### config.mk
export PLATFORM = sky130hd
export DESIGN_NAME = mpb_endpoint
export DESIGN_NICKNAME = d
export VERILOG_FILES = /design/src/source/mpb_bus_pkg.sv /design/src/source/mpb_noc_pkg.sv /design/src/source/mpb_bus_regs.sv /design/src/source/mpb_control_responder.sv /design/src/source/mpb_endpoint.sv /design/src/source/mpb_packet_buffer.sv
export SDC_FILE = /design/constraint.sdc
export NUM_CORES = 1
export LEC_CHECK = 0
export BUFFER_PORTS_ARGS = -buffer_cell sky130_fd_sc_hd__buf_2
export CAP_MARGIN = 20
export CORE_MARGIN = 2
export CORE_UTILIZATION = 30
export DETAILED_ROUTE_END_ITERATION = 8
export PLACE_DENSITY_LB_ADDON = 0.2
export SLEW_MARGIN = 20
export SYNTH_ARGS = -nofsm -noshare
export SYNTH_HDL_FRONTEND = slang
export SYNTH_HIERARCHICAL = 1
export SYNTH_SLANG_ARGS = --single-unit
### constraint.sdc
create_clock -name HCLK -period 5.45 [get_ports HCLK]
set_input_delay 0.8175 -clock HCLK [delete_from_list [all_inputs] [get_ports HCLK]]
set_output_delay 0.8175 -clock HCLK [all_outputs]
set_load 0.02 [all_outputs]
### src/source/mpb_bus_pkg.sv
////////////////////////////////////////////////////////////
// Message-passing end-point, bus side definitions
// Request bundle, register map, status bits and FSM states
////////////////////////////////////////////////////////////

package mpb_bus_pkg;

  typedef logic [31:0] bus_addr_t;
  typedef logic [31:0] bus_data_t;

  // AHB-Lite request as seen by the register block
  typedef struct packed {
    logic      sel;
    logic      write;
    bus_addr_t addr;
    bus_data_t wdata;
  } bus_req_t;

  // Word offsets, decoded from address bits 5:2
  localparam int REG_IDX_LO = 2;
  localparam int REG_IDX_W  = 4;
  typedef logic [REG_IDX_W-1:0] reg_idx_t;

  localparam reg_idx_t REG_FIFO = 4'h0;
  localparam reg_idx_t REG_CTRL = 4'h1;

  // Status register bits, the rest read as zero
  localparam int STAT_RX_WAITING = 0;
  localparam int STAT_LINK_VALID = 1;

  typedef enum logic [1:0] {SEND_IDLE, SEND_FIRST, SEND_PAYLOAD} send_state_t;
  typedef enum logic {RECV_IDLE, RECV_FLIT} recv_state_t;

endpackage

### src/source/mpb_noc_pkg.sv
////////////////////////////////////////////////////////////
// Message-passing end-point, network side definitions
// Flit format, control-message fields and buffer sizing
////////////////////////////////////////////////////////////

package mpb_noc_pkg;

  // One flit on the mesh link
  typedef logic [31:0] flit_t;

  // Flit with its end-of-packet marker
  typedef struct packed {
    flit_t data;
    logic  last;
  } noc_flit_t;

  // Flits per packet buffer, also the largest packet
  localparam int BUF_DEPTH  = 16;
  localparam int PTR_W      = $clog2(BUF_DEPTH);
  localparam int PKT_SIZE_W = $clog2(BUF_DEPTH + 1);

  typedef logic [PTR_W-1:0]      buf_ptr_t;
  typedef logic [PKT_SIZE_W-1:0] pkt_size_t;

  // Control message fields
  localparam int CTRL_DST_HI     = 31;
  localparam int CTRL_DST_LO     = 27;
  localparam int CTRL_CLASS_HI   = 26;
  localparam int CTRL_CLASS_LO   = 24;
  localparam int CTRL_SRC_HI     = 23;
  localparam int CTRL_SRC_LO     = 19;
  localparam int CTRL_PAYLOAD_HI = 18;
  localparam int CTRL_PAYLOAD_LO = 2;
  localparam int CTRL_ENABLE_BIT = 1;
  localparam int CTRL_REPLY_BIT  = 0;

  localparam logic [2:0] CTRL_CLASS = 3'd7;

endpackage

### src/source/mpb_bus_regs.sv
////////////////////////////////////////////////////////////
// Bus register block
// Decodes AHB-Lite accesses, holds the enable bit and runs
// the send and receive state machines of the FIFO register
////////////////////////////////////////////////////////////

`timescale 1ns/1ps

module mpb_bus_regs (
  input  logic                   HCLK,
  input  logic                   HRESETn,
  input  mpb_bus_pkg::bus_req_t  bus_req,
  output mpb_bus_pkg::bus_data_t rdata,
  output logic                   ready,
  output logic                   resp,
  output mpb_noc_pkg::noc_flit_t tx_data,
  output logic                   tx_valid,
  input  logic                   tx_ready,
  input  mpb_noc_pkg::noc_flit_t rx_data,
  input  logic                   rx_valid,
  output logic                   rx_ready,
  input  mpb_noc_pkg::pkt_size_t rx_size,
  input  logic                   link_out_valid,
  output logic                   enabled
);

  import mpb_noc_pkg::*;
  import mpb_bus_pkg::*;

  reg_idx_t    reg_idx;
  logic        fifo_wr;
  logic        fifo_rd;
  logic        ctrl_acc;

  send_state_t send_state;
  send_state_t send_state_nxt;
  recv_state_t recv_state;
  recv_state_t recv_state_nxt;

  // Flits still to come in the packet being sent
  pkt_size_t   size_left;
  pkt_size_t   size_left_nxt;

  ////////////////////////////////////////////////////////////
  // Address decode
  ////////////////////////////////////////////////////////////

  assign reg_idx  = bus_req.addr[REG_IDX_LO +: REG_IDX_W];
  assign fifo_wr  = bus_req.sel & (reg_idx == REG_FIFO) & bus_req.write;
  assign fifo_rd  = bus_req.sel & (reg_idx == REG_FIFO) & ~bus_req.write;
  assign ctrl_acc = bus_req.sel & (reg_idx == REG_CTRL);

  // Unmapped offsets answer with an error
  assign resp = bus_req.sel & (reg_idx != REG_FIFO) & (reg_idx != REG_CTRL);

  // Write data goes straight to the egress buffer
  assign tx_data.data = bus_req.wdata;
  assign tx_data.last = (size_left == pkt_size_t'(1));

  ////////////////////////////////////////////////////////////
  // Send and receive FSMs, read mux and stall
  ////////////////////////////////////////////////////////////

  always_comb begin
    ready          = 1'b1;
    rdata          = '0;
    tx_valid       = 1'b0;
    rx_ready       = 1'b0;
    send_state_nxt = send_state;
    size_left_nxt  = size_left;
    recv_state_nxt = recv_state;

    // Send side, first write is the flit count
    case (send_state)
      SEND_IDLE: begin
        if (fifo_wr && (bus_req.wdata[PKT_SIZE_W-1:0] != '0)) begin
          size_left_nxt  = bus_req.wdata[PKT_SIZE_W-1:0];
          send_state_nxt = SEND_FIRST;
        end
      end
      SEND_FIRST, SEND_PAYLOAD: begin
        if (fifo_wr) begin
          tx_valid = 1'b1;
          // Master stalls until the buffer takes the flit
          ready    = tx_ready;
          if (tx_ready) begin
            size_left_nxt  = size_left - 1'b1;
            send_state_nxt = tx_data.last ? SEND_IDLE : SEND_PAYLOAD;
          end
        end
      end
      default: begin
        send_state_nxt = SEND_IDLE;
      end
    endcase

    // Receive side, first read returns the count or zero
    case (recv_state)
      RECV_IDLE: begin
        if (fifo_rd) begin
          rdata = bus_data_t'(rx_size);
          if (rx_valid) begin
            recv_state_nxt = RECV_FLIT;
          end
        end
      end
      RECV_FLIT: begin
        if (fifo_rd) begin
          rdata    = rx_data.data;
          rx_ready = 1'b1;
          ready    = rx_valid;
          if (rx_valid && rx_data.last) begin
            recv_state_nxt = RECV_IDLE;
          end
        end
      end
      default: begin
        recv_state_nxt = RECV_IDLE;
      end
    endcase

    // Status read
    if (ctrl_acc && !bus_req.write) begin
      rdata[STAT_RX_WAITING] = rx_valid;
      rdata[STAT_LINK_VALID] = link_out_valid;
    end
  end

  always_ff @(posedge HCLK) begin
    if (HRESETn) begin
      send_state <= SEND_IDLE;
      recv_state <= RECV_IDLE;
      size_left  <= '0;
      enabled    <= 1'b0;
    end else begin
      send_state <= send_state_nxt;
      recv_state <= recv_state_nxt;
      size_left  <= size_left_nxt;
      // Any write to the control offset turns the end-point on
      if (ctrl_acc && bus_req.write) begin
        enabled <= 1'b1;
      end
    end
  end

endmodule

### src/source/mpb_control_responder.sv
////////////////////////////////////////////////////////////
// Control responder
// Answers single-flit control requests and merges the
// replies into the outgoing flit stream
////////////////////////////////////////////////////////////

`timescale 1ns/1ps

module mpb_control_responder (
  input  logic                   HCLK,
  input  logic                   HRESETn,
  input  logic                   enabled,
  input  mpb_noc_pkg::noc_flit_t noc_in_data,
  input  logic                   noc_in_valid,
  output logic                   noc_in_ready,
  output mpb_noc_pkg::noc_flit_t rx_data,
  output logic                   rx_valid,
  input  logic                   rx_ready,
  input  mpb_noc_pkg::noc_flit_t tx_data,
  input  logic                   tx_valid,
  output logic                   tx_ready,
  output mpb_noc_pkg::noc_flit_t noc_out_data,
  output logic                   noc_out_valid,
  input  logic                   noc_out_ready
);

  import mpb_noc_pkg::*;

  flit_t reply_flit;
  logic  reply_pending;
  // Inside a multi-flit packet on either link
  logic  in_mid;
  logic  out_mid;
  logic  is_req;
  logic  send_reply;

  // Only a lone head flit of class 7 with bit 0 clear is a request
  assign is_req = noc_in_valid & ~in_mid & noc_in_data.last &
                  (noc_in_data.data[CTRL_CLASS_HI:CTRL_CLASS_LO] == CTRL_CLASS) &
                  ~noc_in_data.data[CTRL_REPLY_BIT];

  assign noc_in_ready = ~reply_pending & (is_req | rx_ready);
  assign rx_data      = noc_in_data;
  assign rx_valid     = noc_in_valid & ~reply_pending & ~is_req;

  // Packet mid-stream first, then the reply, then a new packet
  assign send_reply    = reply_pending & ~out_mid;
  assign noc_out_data  = send_reply ? noc_flit_t'{data: reply_flit, last: 1'b1} : tx_data;
  assign noc_out_valid = send_reply | tx_valid;
  assign tx_ready      = ~send_reply & noc_out_ready;

  // Reply word registered when the request is taken
  always_ff @(posedge HCLK) begin
    if (is_req && !reply_pending) begin
      reply_flit[CTRL_DST_HI:CTRL_DST_LO]         <= noc_in_data.data[CTRL_SRC_HI:CTRL_SRC_LO];
      reply_flit[CTRL_CLASS_HI:CTRL_CLASS_LO]     <= CTRL_CLASS;
      reply_flit[CTRL_SRC_HI:CTRL_SRC_LO]         <= noc_in_data.data[CTRL_DST_HI:CTRL_DST_LO];
      reply_flit[CTRL_PAYLOAD_HI:CTRL_PAYLOAD_LO] <=
        noc_in_data.data[CTRL_PAYLOAD_HI:CTRL_PAYLOAD_LO];
      reply_flit[CTRL_ENABLE_BIT]                 <= enabled;
      reply_flit[CTRL_REPLY_BIT]                  <= 1'b1;
    end
  end

  always_ff @(posedge HCLK) begin
    if (HRESETn) begin
      reply_pending <= 1'b0;
      in_mid        <= 1'b0;
      out_mid       <= 1'b0;
    end else begin
      if (is_req && !reply_pending) begin
        reply_pending <= 1'b1;
      end else if (send_reply && noc_out_ready) begin
        reply_pending <= 1'b0;
      end
      if (noc_in_valid && noc_in_ready) begin
        in_mid <= ~noc_in_data.last;
      end
      if (tx_valid && tx_ready) begin
        out_mid <= ~tx_data.last;
      end
    end
  end

endmodule

### src/source/mpb_endpoint.sv
////////////////////////////////////////////////////////////
// Message-passing end-point top level
// AHB-Lite slave on one side, mesh NoC link on the other
////////////////////////////////////////////////////////////

`timescale 1ns/1ps

module mpb_endpoint (
  input  logic                   HCLK,
  input  logic                   HRESETn,
  input  logic                   HSEL,
  input  mpb_bus_pkg::bus_addr_t HADDR,
  input  logic                   HWRITE,
  input  mpb_bus_pkg::bus_data_t HWDATA,
  output mpb_bus_pkg::bus_data_t HRDATA,
  output logic                   HREADYOUT,
  output logic                   HRESP,
  input  mpb_noc_pkg::flit_t     noc_in_flit,
  input  logic                   noc_in_last,
  input  logic                   noc_in_valid,
  output logic                   noc_in_ready,
  output mpb_noc_pkg::flit_t     noc_out_flit,
  output logic                   noc_out_last,
  output logic                   noc_out_valid,
  input  logic                   noc_out_ready
);

  import mpb_noc_pkg::*;
  import mpb_bus_pkg::*;

  bus_req_t  bus_req;
  logic      enabled;

  // Egress path, registers to buffer to responder
  noc_flit_t tx_in;
  logic      tx_in_valid;
  logic      tx_in_ready;
  noc_flit_t tx_out;
  logic      tx_out_valid;
  logic      tx_out_ready;

  // Ingress path, responder to buffer to registers
  noc_flit_t rx_in;
  logic      rx_in_valid;
  logic      rx_in_ready;
  noc_flit_t rx_out;
  logic      rx_out_valid;
  logic      rx_out_ready;
  pkt_size_t rx_size;

  noc_flit_t noc_in;
  noc_flit_t noc_out;

  assign bus_req      = '{sel: HSEL, write: HWRITE, addr: HADDR, wdata: HWDATA};
  assign noc_in       = '{data: noc_in_flit, last: noc_in_last};
  assign noc_out_flit = noc_out.data;
  assign noc_out_last = noc_out.last;

  mpb_bus_regs regs (
    .HCLK           (HCLK),
    .HRESETn        (HRESETn),
    .bus_req        (bus_req),
    .rdata          (HRDATA),
    .ready          (HREADYOUT),
    .resp           (HRESP),
    .tx_data        (tx_in),
    .tx_valid       (tx_in_valid),
    .tx_ready       (tx_in_ready),
    .rx_data        (rx_out),
    .rx_valid       (rx_out_valid),
    .rx_ready       (rx_out_ready),
    .rx_size        (rx_size),
    .link_out_valid (noc_out_valid),
    .enabled        (enabled)
  );

  // Egress packet size is not needed on the link side
  mpb_packet_buffer tx_buffer (
    .HCLK        (HCLK),
    .HRESETn     (HRESETn),
    .in_data     (tx_in),
    .in_valid    (tx_in_valid),
    .in_ready    (tx_in_ready),
    .out_data    (tx_out),
    .out_valid   (tx_out_valid),
    .out_ready   (tx_out_ready),
    .packet_size ()
  );

  mpb_packet_buffer rx_buffer (
    .HCLK        (HCLK),
    .HRESETn     (HRESETn),
    .in_data     (rx_in),
    .in_valid    (rx_in_valid),
    .in_ready    (rx_in_ready),
    .out_data    (rx_out),
    .out_valid   (rx_out_valid),
    .out_ready   (rx_out_ready),
    .packet_size (rx_size)
  );

  mpb_control_responder responder (
    .HCLK          (HCLK),
    .HRESETn       (HRESETn),
    .enabled       (enabled),
    .noc_in_data   (noc_in),
    .noc_in_valid  (noc_in_valid),
    .noc_in_ready  (noc_in_ready),
    .rx_data       (rx_in),
    .rx_valid      (rx_in_valid),
    .rx_ready      (rx_in_ready),
    .tx_data       (tx_out),
    .tx_valid      (tx_out_valid),
    .tx_ready      (tx_out_ready),
    .noc_out_data  (noc_out),
    .noc_out_valid (noc_out_valid),
    .noc_out_ready (noc_out_ready)
  );

endmodule

### src/source/mpb_packet_buffer.sv
////////////////////////////////////////////////////////////
// Full-packet FIFO
// Releases a packet only after its last flit is stored and
// reports the flit count of the packet at its head
////////////////////////////////////////////////////////////

`timescale 1ns/1ps

module mpb_packet_buffer (
  input  logic                   HCLK,
  input  logic                   HRESETn,
  input  mpb_noc_pkg::noc_flit_t in_data,
  input  logic                   in_valid,
  output logic                   in_ready,
  output mpb_noc_pkg::noc_flit_t out_data,
  output logic                   out_valid,
  input  logic                   out_ready,
  output mpb_noc_pkg::pkt_size_t packet_size
);

  import mpb_noc_pkg::*;

  // Flit storage and per-packet length queue
  noc_flit_t mem [BUF_DEPTH];
  pkt_size_t len_mem [BUF_DEPTH];

  buf_ptr_t  wr_ptr;
  buf_ptr_t  rd_ptr;
  buf_ptr_t  len_wr_ptr;
  buf_ptr_t  len_rd_ptr;

  // Stored flits and complete packets
  pkt_size_t fill;
  pkt_size_t pkt_count;
  // Flits of the packet currently coming in
  pkt_size_t in_len;

  logic push;
  logic pop;
  logic push_last;
  logic pop_last;

  assign in_ready  = (fill != pkt_size_t'(BUF_DEPTH));
  assign out_valid = (pkt_count != '0);

  // Stale end marker hidden while no packet is waiting
  assign out_data.data = mem[rd_ptr].data;
  assign out_data.last = mem[rd_ptr].last & out_valid;

  // Head length only means something while a packet is waiting
  assign packet_size = out_valid ? len_mem[len_rd_ptr] : '0;

  assign push      = in_valid & in_ready;
  assign pop       = out_valid & out_ready;
  assign push_last = push & in_data.last;
  assign pop_last  = pop & out_data.last;

  ////////////////////////////////////////////////////////////
  // Storage
  ////////////////////////////////////////////////////////////

  always_ff @(posedge HCLK) begin
    if (push) begin
      mem[wr_ptr] <= in_data;
    end
    if (push_last) begin
      len_mem[len_wr_ptr] <= in_len + 1'b1;
    end
  end

  ////////////////////////////////////////////////////////////
  // Pointers and counters
  ////////////////////////////////////////////////////////////

  always_ff @(posedge HCLK) begin
    if (HRESETn) begin
      wr_ptr     <= '0;
      rd_ptr     <= '0;
      len_wr_ptr <= '0;
      len_rd_ptr <= '0;
      fill       <= '0;
      pkt_count  <= '0;
      in_len     <= '0;
    end else begin
      if (push) begin
        wr_ptr <= wr_ptr + 1'b1;
        // Restart length count at each packet boundary
        in_len <= in_data.last ? '0 : in_len + 1'b1;
      end
      if (pop) begin
        rd_ptr <= rd_ptr + 1'b1;
      end
      if (push_last) begin
        len_wr_ptr <= len_wr_ptr + 1'b1;
      end
      if (pop_last) begin
        len_rd_ptr <= len_rd_ptr + 1'b1;
      end
      // Simultaneous push and pop leave the counts alone
      if (push && !pop) begin
        fill <= fill + 1'b1;
      end else if (pop && !push) begin
        fill <= fill - 1'b1;
      end
      if (push_last && !pop_last) begin
        pkt_count <= pkt_count + 1'b1;
      end else if (pop_last && !push_last) begin
        pkt_count <= pkt_count - 1'b1;
      end
    end
  end

endmodule

* Word level (Yosys, flattened, before mapping)
Memory sizes are Yosys's and may differ from the RTL's. A register that Yosys moved wholly into a read port is not among the register bits.
Index checks and enable logic that the tools add are counted.
W data, S select, Z words.
** Cells by class
- Muxes and demuxes :: 51
- Reduce and logical (&&, ||, !) cells :: 41
- Eq/ne operators :: 11
- Add/sub/neg operators :: 16
- Bitwise gates (word level) :: 37
** Operators by type and width (number)
- $mux W5 :: 14
- $pmux W32 S2 :: 1
- $mux W33 :: 1
- $mux W32 :: 1
- $add A5 B1 Y5 const B :: 5
- $and A1 B1 Y1 :: 25
- $sub A5 B1 Y5 const B :: 5
- $add A4 B1 Y4 const B :: 6
- $mux W4 :: 6
- $mux W1 :: 20
- $logic_and A1 B1 Y1 :: 16
- $reduce_bool A5 Y1 :: 3
- $reduce_bool A2 Y1 :: 6
- $logic_not A1 Y1 :: 10
- $mux W2 :: 5
- $ne A5 B5 Y1 const B :: 2
- $not A1 Y1 :: 10
- $pmux W5 S2 :: 1
- $ne A2 B1 Y1 const B :: 3
- $eq A5 B1 Y1 const B :: 1
- $eq A4 B1 Y1 const B :: 1
- $logic_not A4 Y1 :: 1
- $ne A4 B1 Y1 const B :: 1
- $pmux W2 S2 :: 1
- 10 further kinds :: 11
** Word-level totals
- Memories kept :: 3
- RAM bits :: 1136
- Bits in registers :: 89
** Memory list
- rx_buffer.mem :: depth 16, bits a word 33, rd ports 1, clocked after memory_dff 1, wr ports 1, RTL line mpb_packet_buffer.sv:24 : noc_flit_t mem [BUF_DEPTH];
- tx_buffer.mem :: depth 16, bits a word 33, rd ports 1, clocked after memory_dff 1, wr ports 1, RTL line mpb_packet_buffer.sv:24
- rx_buffer.len_mem :: depth 16, bits a word 5, rd ports 1, clocked after memory_dff 1, wr ports 1, RTL line mpb_packet_buffer.sv:25 : pkt_size_t len_mem [BUF_DEPTH];

* Logic depth before layout (Yosys ltp)
- Word-level depth :: 13
- Gate-level depth with buffers :: 17
- Gate-level depth less buffers :: 15

* Hierarchy
Netlist, hierarchy kept.
** Modules (own cells, without submodules)
- mpb_packet_buffer at rx_buffer :: sequential area each 19038.3 µm², area an instance 25051.5 µm², cells each 1113, instances 1
- mpb_packet_buffer at tx_buffer :: sequential area each 19038.3 µm², area an instance 25035.3 µm², cells each 1117, instances 1
- mpb_control_responder :: sequential area each 900.9 µm², area an instance 1666.6 µm², cells each 119, instances 1
- mpb_bus_regs :: sequential area each 180.2 µm², area an instance 1182.4 µm², cells each 158, instances 1

* Least setup slack after synthesis
No wires, ideal clock.
- Path kind :: input port to flip-flop
- Start point :: in HADDR[4]
- End point :: mem tx_buffer/mem[1][0] in the netlist's numbering (enable)
- Data required time :: 4.986 ns
- Cell stages on the path :: 9
- Arrival :: 4.888 ns
- Buffers on the path :: 1
- Library setup time :: 0.464 ns
- Slack :: 0.098 ns
- Cell sequence :: or4b_4 -> nor3b_4 -> and2_2 -> inv_1 -> a21o_1 -> inv_2 -> clkbuf_1 -> nand2_1 -> nor3_1
** Between the ends
- Word-level cells in the longest chain between the ends :: 8
** RTL lines
- start: declaration :: RTL line mpb_endpoint.sv:12 : input mpb_bus_pkg::bus_addr_t HADDR,
- $logic_not A4 Y1 :: RTL line mpb_bus_regs.sv:49 : assign fifo_wr = bus_req.sel & (reg_idx == REG_FIFO) & bus_req.write;
- $and A1 B1 Y1 (2 in series) :: RTL line mpb_bus_regs.sv:49
- $mux W1 :: RTL line mpb_bus_regs.sv:82 : if (fifo_wr) begin
- $mux W1 :: RTL line mpb_bus_regs.sv:74 : case (send_state)
- via tx_in_valid :: RTL line mpb_endpoint.sv:36 : logic tx_in_valid;
- $and A1 B1 Y1 :: RTL line mpb_packet_buffer.sv:53 : assign push = in_valid & in_ready;
- via tx_buffer.push :: RTL line mpb_packet_buffer.sv:38 : logic push;
- $mux W1 :: RTL line mpb_packet_buffer.sv:63 : if (push) begin
- $mux W1 (implied by the code) :: RTL line mpb_packet_buffer.sv:64 : mem[wr_ptr] <= in_data;
- end: declaration :: RTL line mpb_packet_buffer.sv:24
The timed path passes the listed nets, and every way through them passes these cells.

==> results.ini <==
[grt]
grt_use_total_pct = 14.66
grt_pass1_vias = 24470
antenna_violations_before_repair = 37
grt_max_degree = 101
globalRouteOverflowTotal = 0
grt_pass1_wl_mm = 175.3

[timing]
tcrit_tclk_final_pct = 84.06
drv_slew = 0
fin_skew_ns = 0.02505
setup_tns_ns = 0
report.final.setup_viol = 0
finalHoldViolCount = 0
max_slew.worst_pin.slew_ns = 1.075
rsz0062_at_grt = false
final.min_clock_period_ns = 4.581
max-slew-margin-rel_pct = 28.26
clock.fmax_ghz = 0.2183
worst_hold_slack_ns = 0.2989

[clock_network]
cts_hold_repair.buffers = 0
root_buffer = sky130_fd_sc_hd__clkbuf_16
post-cts-setup-buffers = 0
clkLatencyLatePin_ns = 0.76
cts_max_level = 4
tritoncts = yes
cts_buffers = 137
cts.reportedPaths.clkPinSlew_ns = 0.06
ctsLongestPathBuffers = 3
post_cts.resized_instances = 0
clock-sinks = 1237

[power]
p_int_mw = 15.86
vdd_ir_drop_max_mv = 0.2854
power.share.clock_pct = 44.1
net-switching-power_mw = 4.259
share_comb_of_total_power_pct = 3.4
pwr_density_cell_nw_per_um2 = 354.5
power.switching_fraction_pct = 21.17
overall_power_after_layout_mw = 20.12
p_leak_nw = 17.68
power_frac_seq_pct = 52.5

[floorplanning]
die_width_um = 408.4
rows = 148
initial_utilization_pct = 30.18
die_h_um = 408.4
design.core.area_um2 = 162600
die-area_um2 = 166800
boundaryPins = 172

[cells_and_area]
fillCellCount = 15120
proportion_of_layout_cells_with_a_drive_suffix_above_1_pct = 32.79
area_delta_synth_final_pct = 15.62
utilization_pct = 34.90
regArea_um2 = 36430
layout.nets = 2606
multi_input_area_um2 = 11610

[logic_synthesis]
netlist_area_um2 = 49070
syn_avg_cell_area_um2 = 21.44
ys.warnings.count = 6
synth_cells = 2289
number_of_nets_produced_by_synthesis = 2432

[placement]
hpwl_mm = 70.67
gp_congestion = 0.7280
io_buf_count = 143

[outcome]
status = finished clean

[detailed_routing]
initialDrtViolationCount = 1775
routed_wl_mm = 122.8
routed_wire_length_per_instance_um = 25.85
drt-pass1-iter-count = 5
dr_total_vias = 22860
drt-vias-per-instance = 4.811
antenna_left = 0
drc_errors = 0

[setup_path]
worst_setup_path_end_kind = output pin
cp_slowest_cell = sky130_fd_sc_hd__dfxtp_4
arrival_ns = 3.76
reg2reg_setup_slack_ns = 1.78
crit_path_start_kind = flip-flop
path_max_fanout = 34
reg2regPathDepth = 13
critPathMostFrequentCell = sky130_fd_sc_hd__mux4_2
cp_slowest_stage_delay_ns = 0.82
cp_top_family = multiplexers
timing_worst_setup_path_type = flip-flop to output pin
critPathBufInv = 2
critical_path.reg2reg.endpoint = tx_buffer/pkt_count[4]
worstPathCellList = buf_4, mux4_2, mux4_2, mux2_2, buf_2
worstPathRequired_ns = 4.63

[hold_path]
hold_path_depth = 2
timing.hold.worst.start = noc_out_ready
hold_end = responder/reply_pending
holdCritPathClass = input port to flip-flop

[flow_run]
cap_violations = 0

[state kept, by name, summed over array words and instances, names as in the netlist, 2 cells and up, named ones only]
signal and flops:
tx_buffer/mem 528, regs/size_left 5, tx_buffer/wr_ptr 4, rx_buffer/wr_ptr 4
rx_buffer/len_rd_ptr 4, rx_buffer/in_len 5, tx_buffer/pkt_count 5, rx_buffer/len_wr_ptr 4
responder/reply_flit 28, tx_buffer/rd_ptr 4, rx_buffer/len_mem 80, rx_buffer/fill 5
rx_buffer/pkt_count 5, tx_buffer/fill 5, rx_buffer/mem 528, rx_buffer/rd_ptr 4
regs/send_state 2
[area by class of cell]
class	instances	area share, %
Clock buffer	165	6.318
Sequential cell	1237	64.21
Inverter	36	0.2690
Tap cell	2175	4.796
Timing Repair Buffer	209	2.642
Clock inverter	82	1.283
Antenna cell	5	0.02205
Multi-Input combinational cell	842	20.46
[worst max path at each step]
| stage | startpoint | endpoint | slack [ns] | cells past startpoint |
|---|---|---|---|---|
| after floorplan | HADDR[4] | tx_buffer/mem[1][0] | 0.28 | 9 |
| after global placement | noc_in_flit[0] | rx_buffer/pkt_count[4] | 0.73 | 16 |
| after detailed placement | noc_in_flit[24] | rx_buffer/fill[4] | 0.65 | 14 |
| after CTS | flip-flop | noc_out_flit[18] | 0.72 | 5 |
| after global routing | flip-flop | noc_out_flit[18] | 0.61 | 5 |
| final | flip-flop | noc_out_flit[18] | 0.87 | 5 |
[per-stage QoR]
stage	instances	setup slack, ns	area, um2
floorplan	2289	0.2771	49070
global route	4747	0.6125	56730
finish	4751	0.8690	56740
CTS	4746	0.7239	56720
global placement	4499	0.7339	52410
detailed placement	4499	0.6550	52410
[power groups by stage]
stage	Combinational [mW]	Clock, mW	Sequential (mW)
floorplan	0.468	0	10.7
global placement	0.662	0	10.7
detailed placement	0.692	0	10.8
CTS	0.694	9.16	10.6
global route	0.753	9.53	10.6
finish	0.682	8.88	10.6
[cell usage in the layout (no fill, tap or decap), types with 29 or more instances in the layout]
cell                        instances
sky130_fd_sc_hd__mux4_2           341
sky130_fd_sc_hd__dfxtp_1           67
sky130_fd_sc_hd__a21oi_1           37
sky130_fd_sc_hd__edfxtp_1        1164
sky130_fd_sc_hd__buf_4             43
sky130_fd_sc_hd__ha_1              36
sky130_fd_sc_hd__clkinv_1          33
sky130_fd_sc_hd__nand2_1           33
sky130_fd_sc_hd__mux2i_1           31
sky130_fd_sc_hd__and3_1            29
sky130_fd_sc_hd__clkbuf_16        138
sky130_fd_sc_hd__nor2_1            62
sky130_fd_sc_hd__buf_2            143
[layer usage]
| layer | routed length [um] | global-route usage, % |
|---|---|---|
| met1 | 52180 | 18.91 |
| met5 | 218 | 0 |
| met3 | 7149 | 3.656 |
| met4 | 2786 | 3.951 |
| met2 | 60470 | 24.56 |
Power figures use the tool's default switching activity.
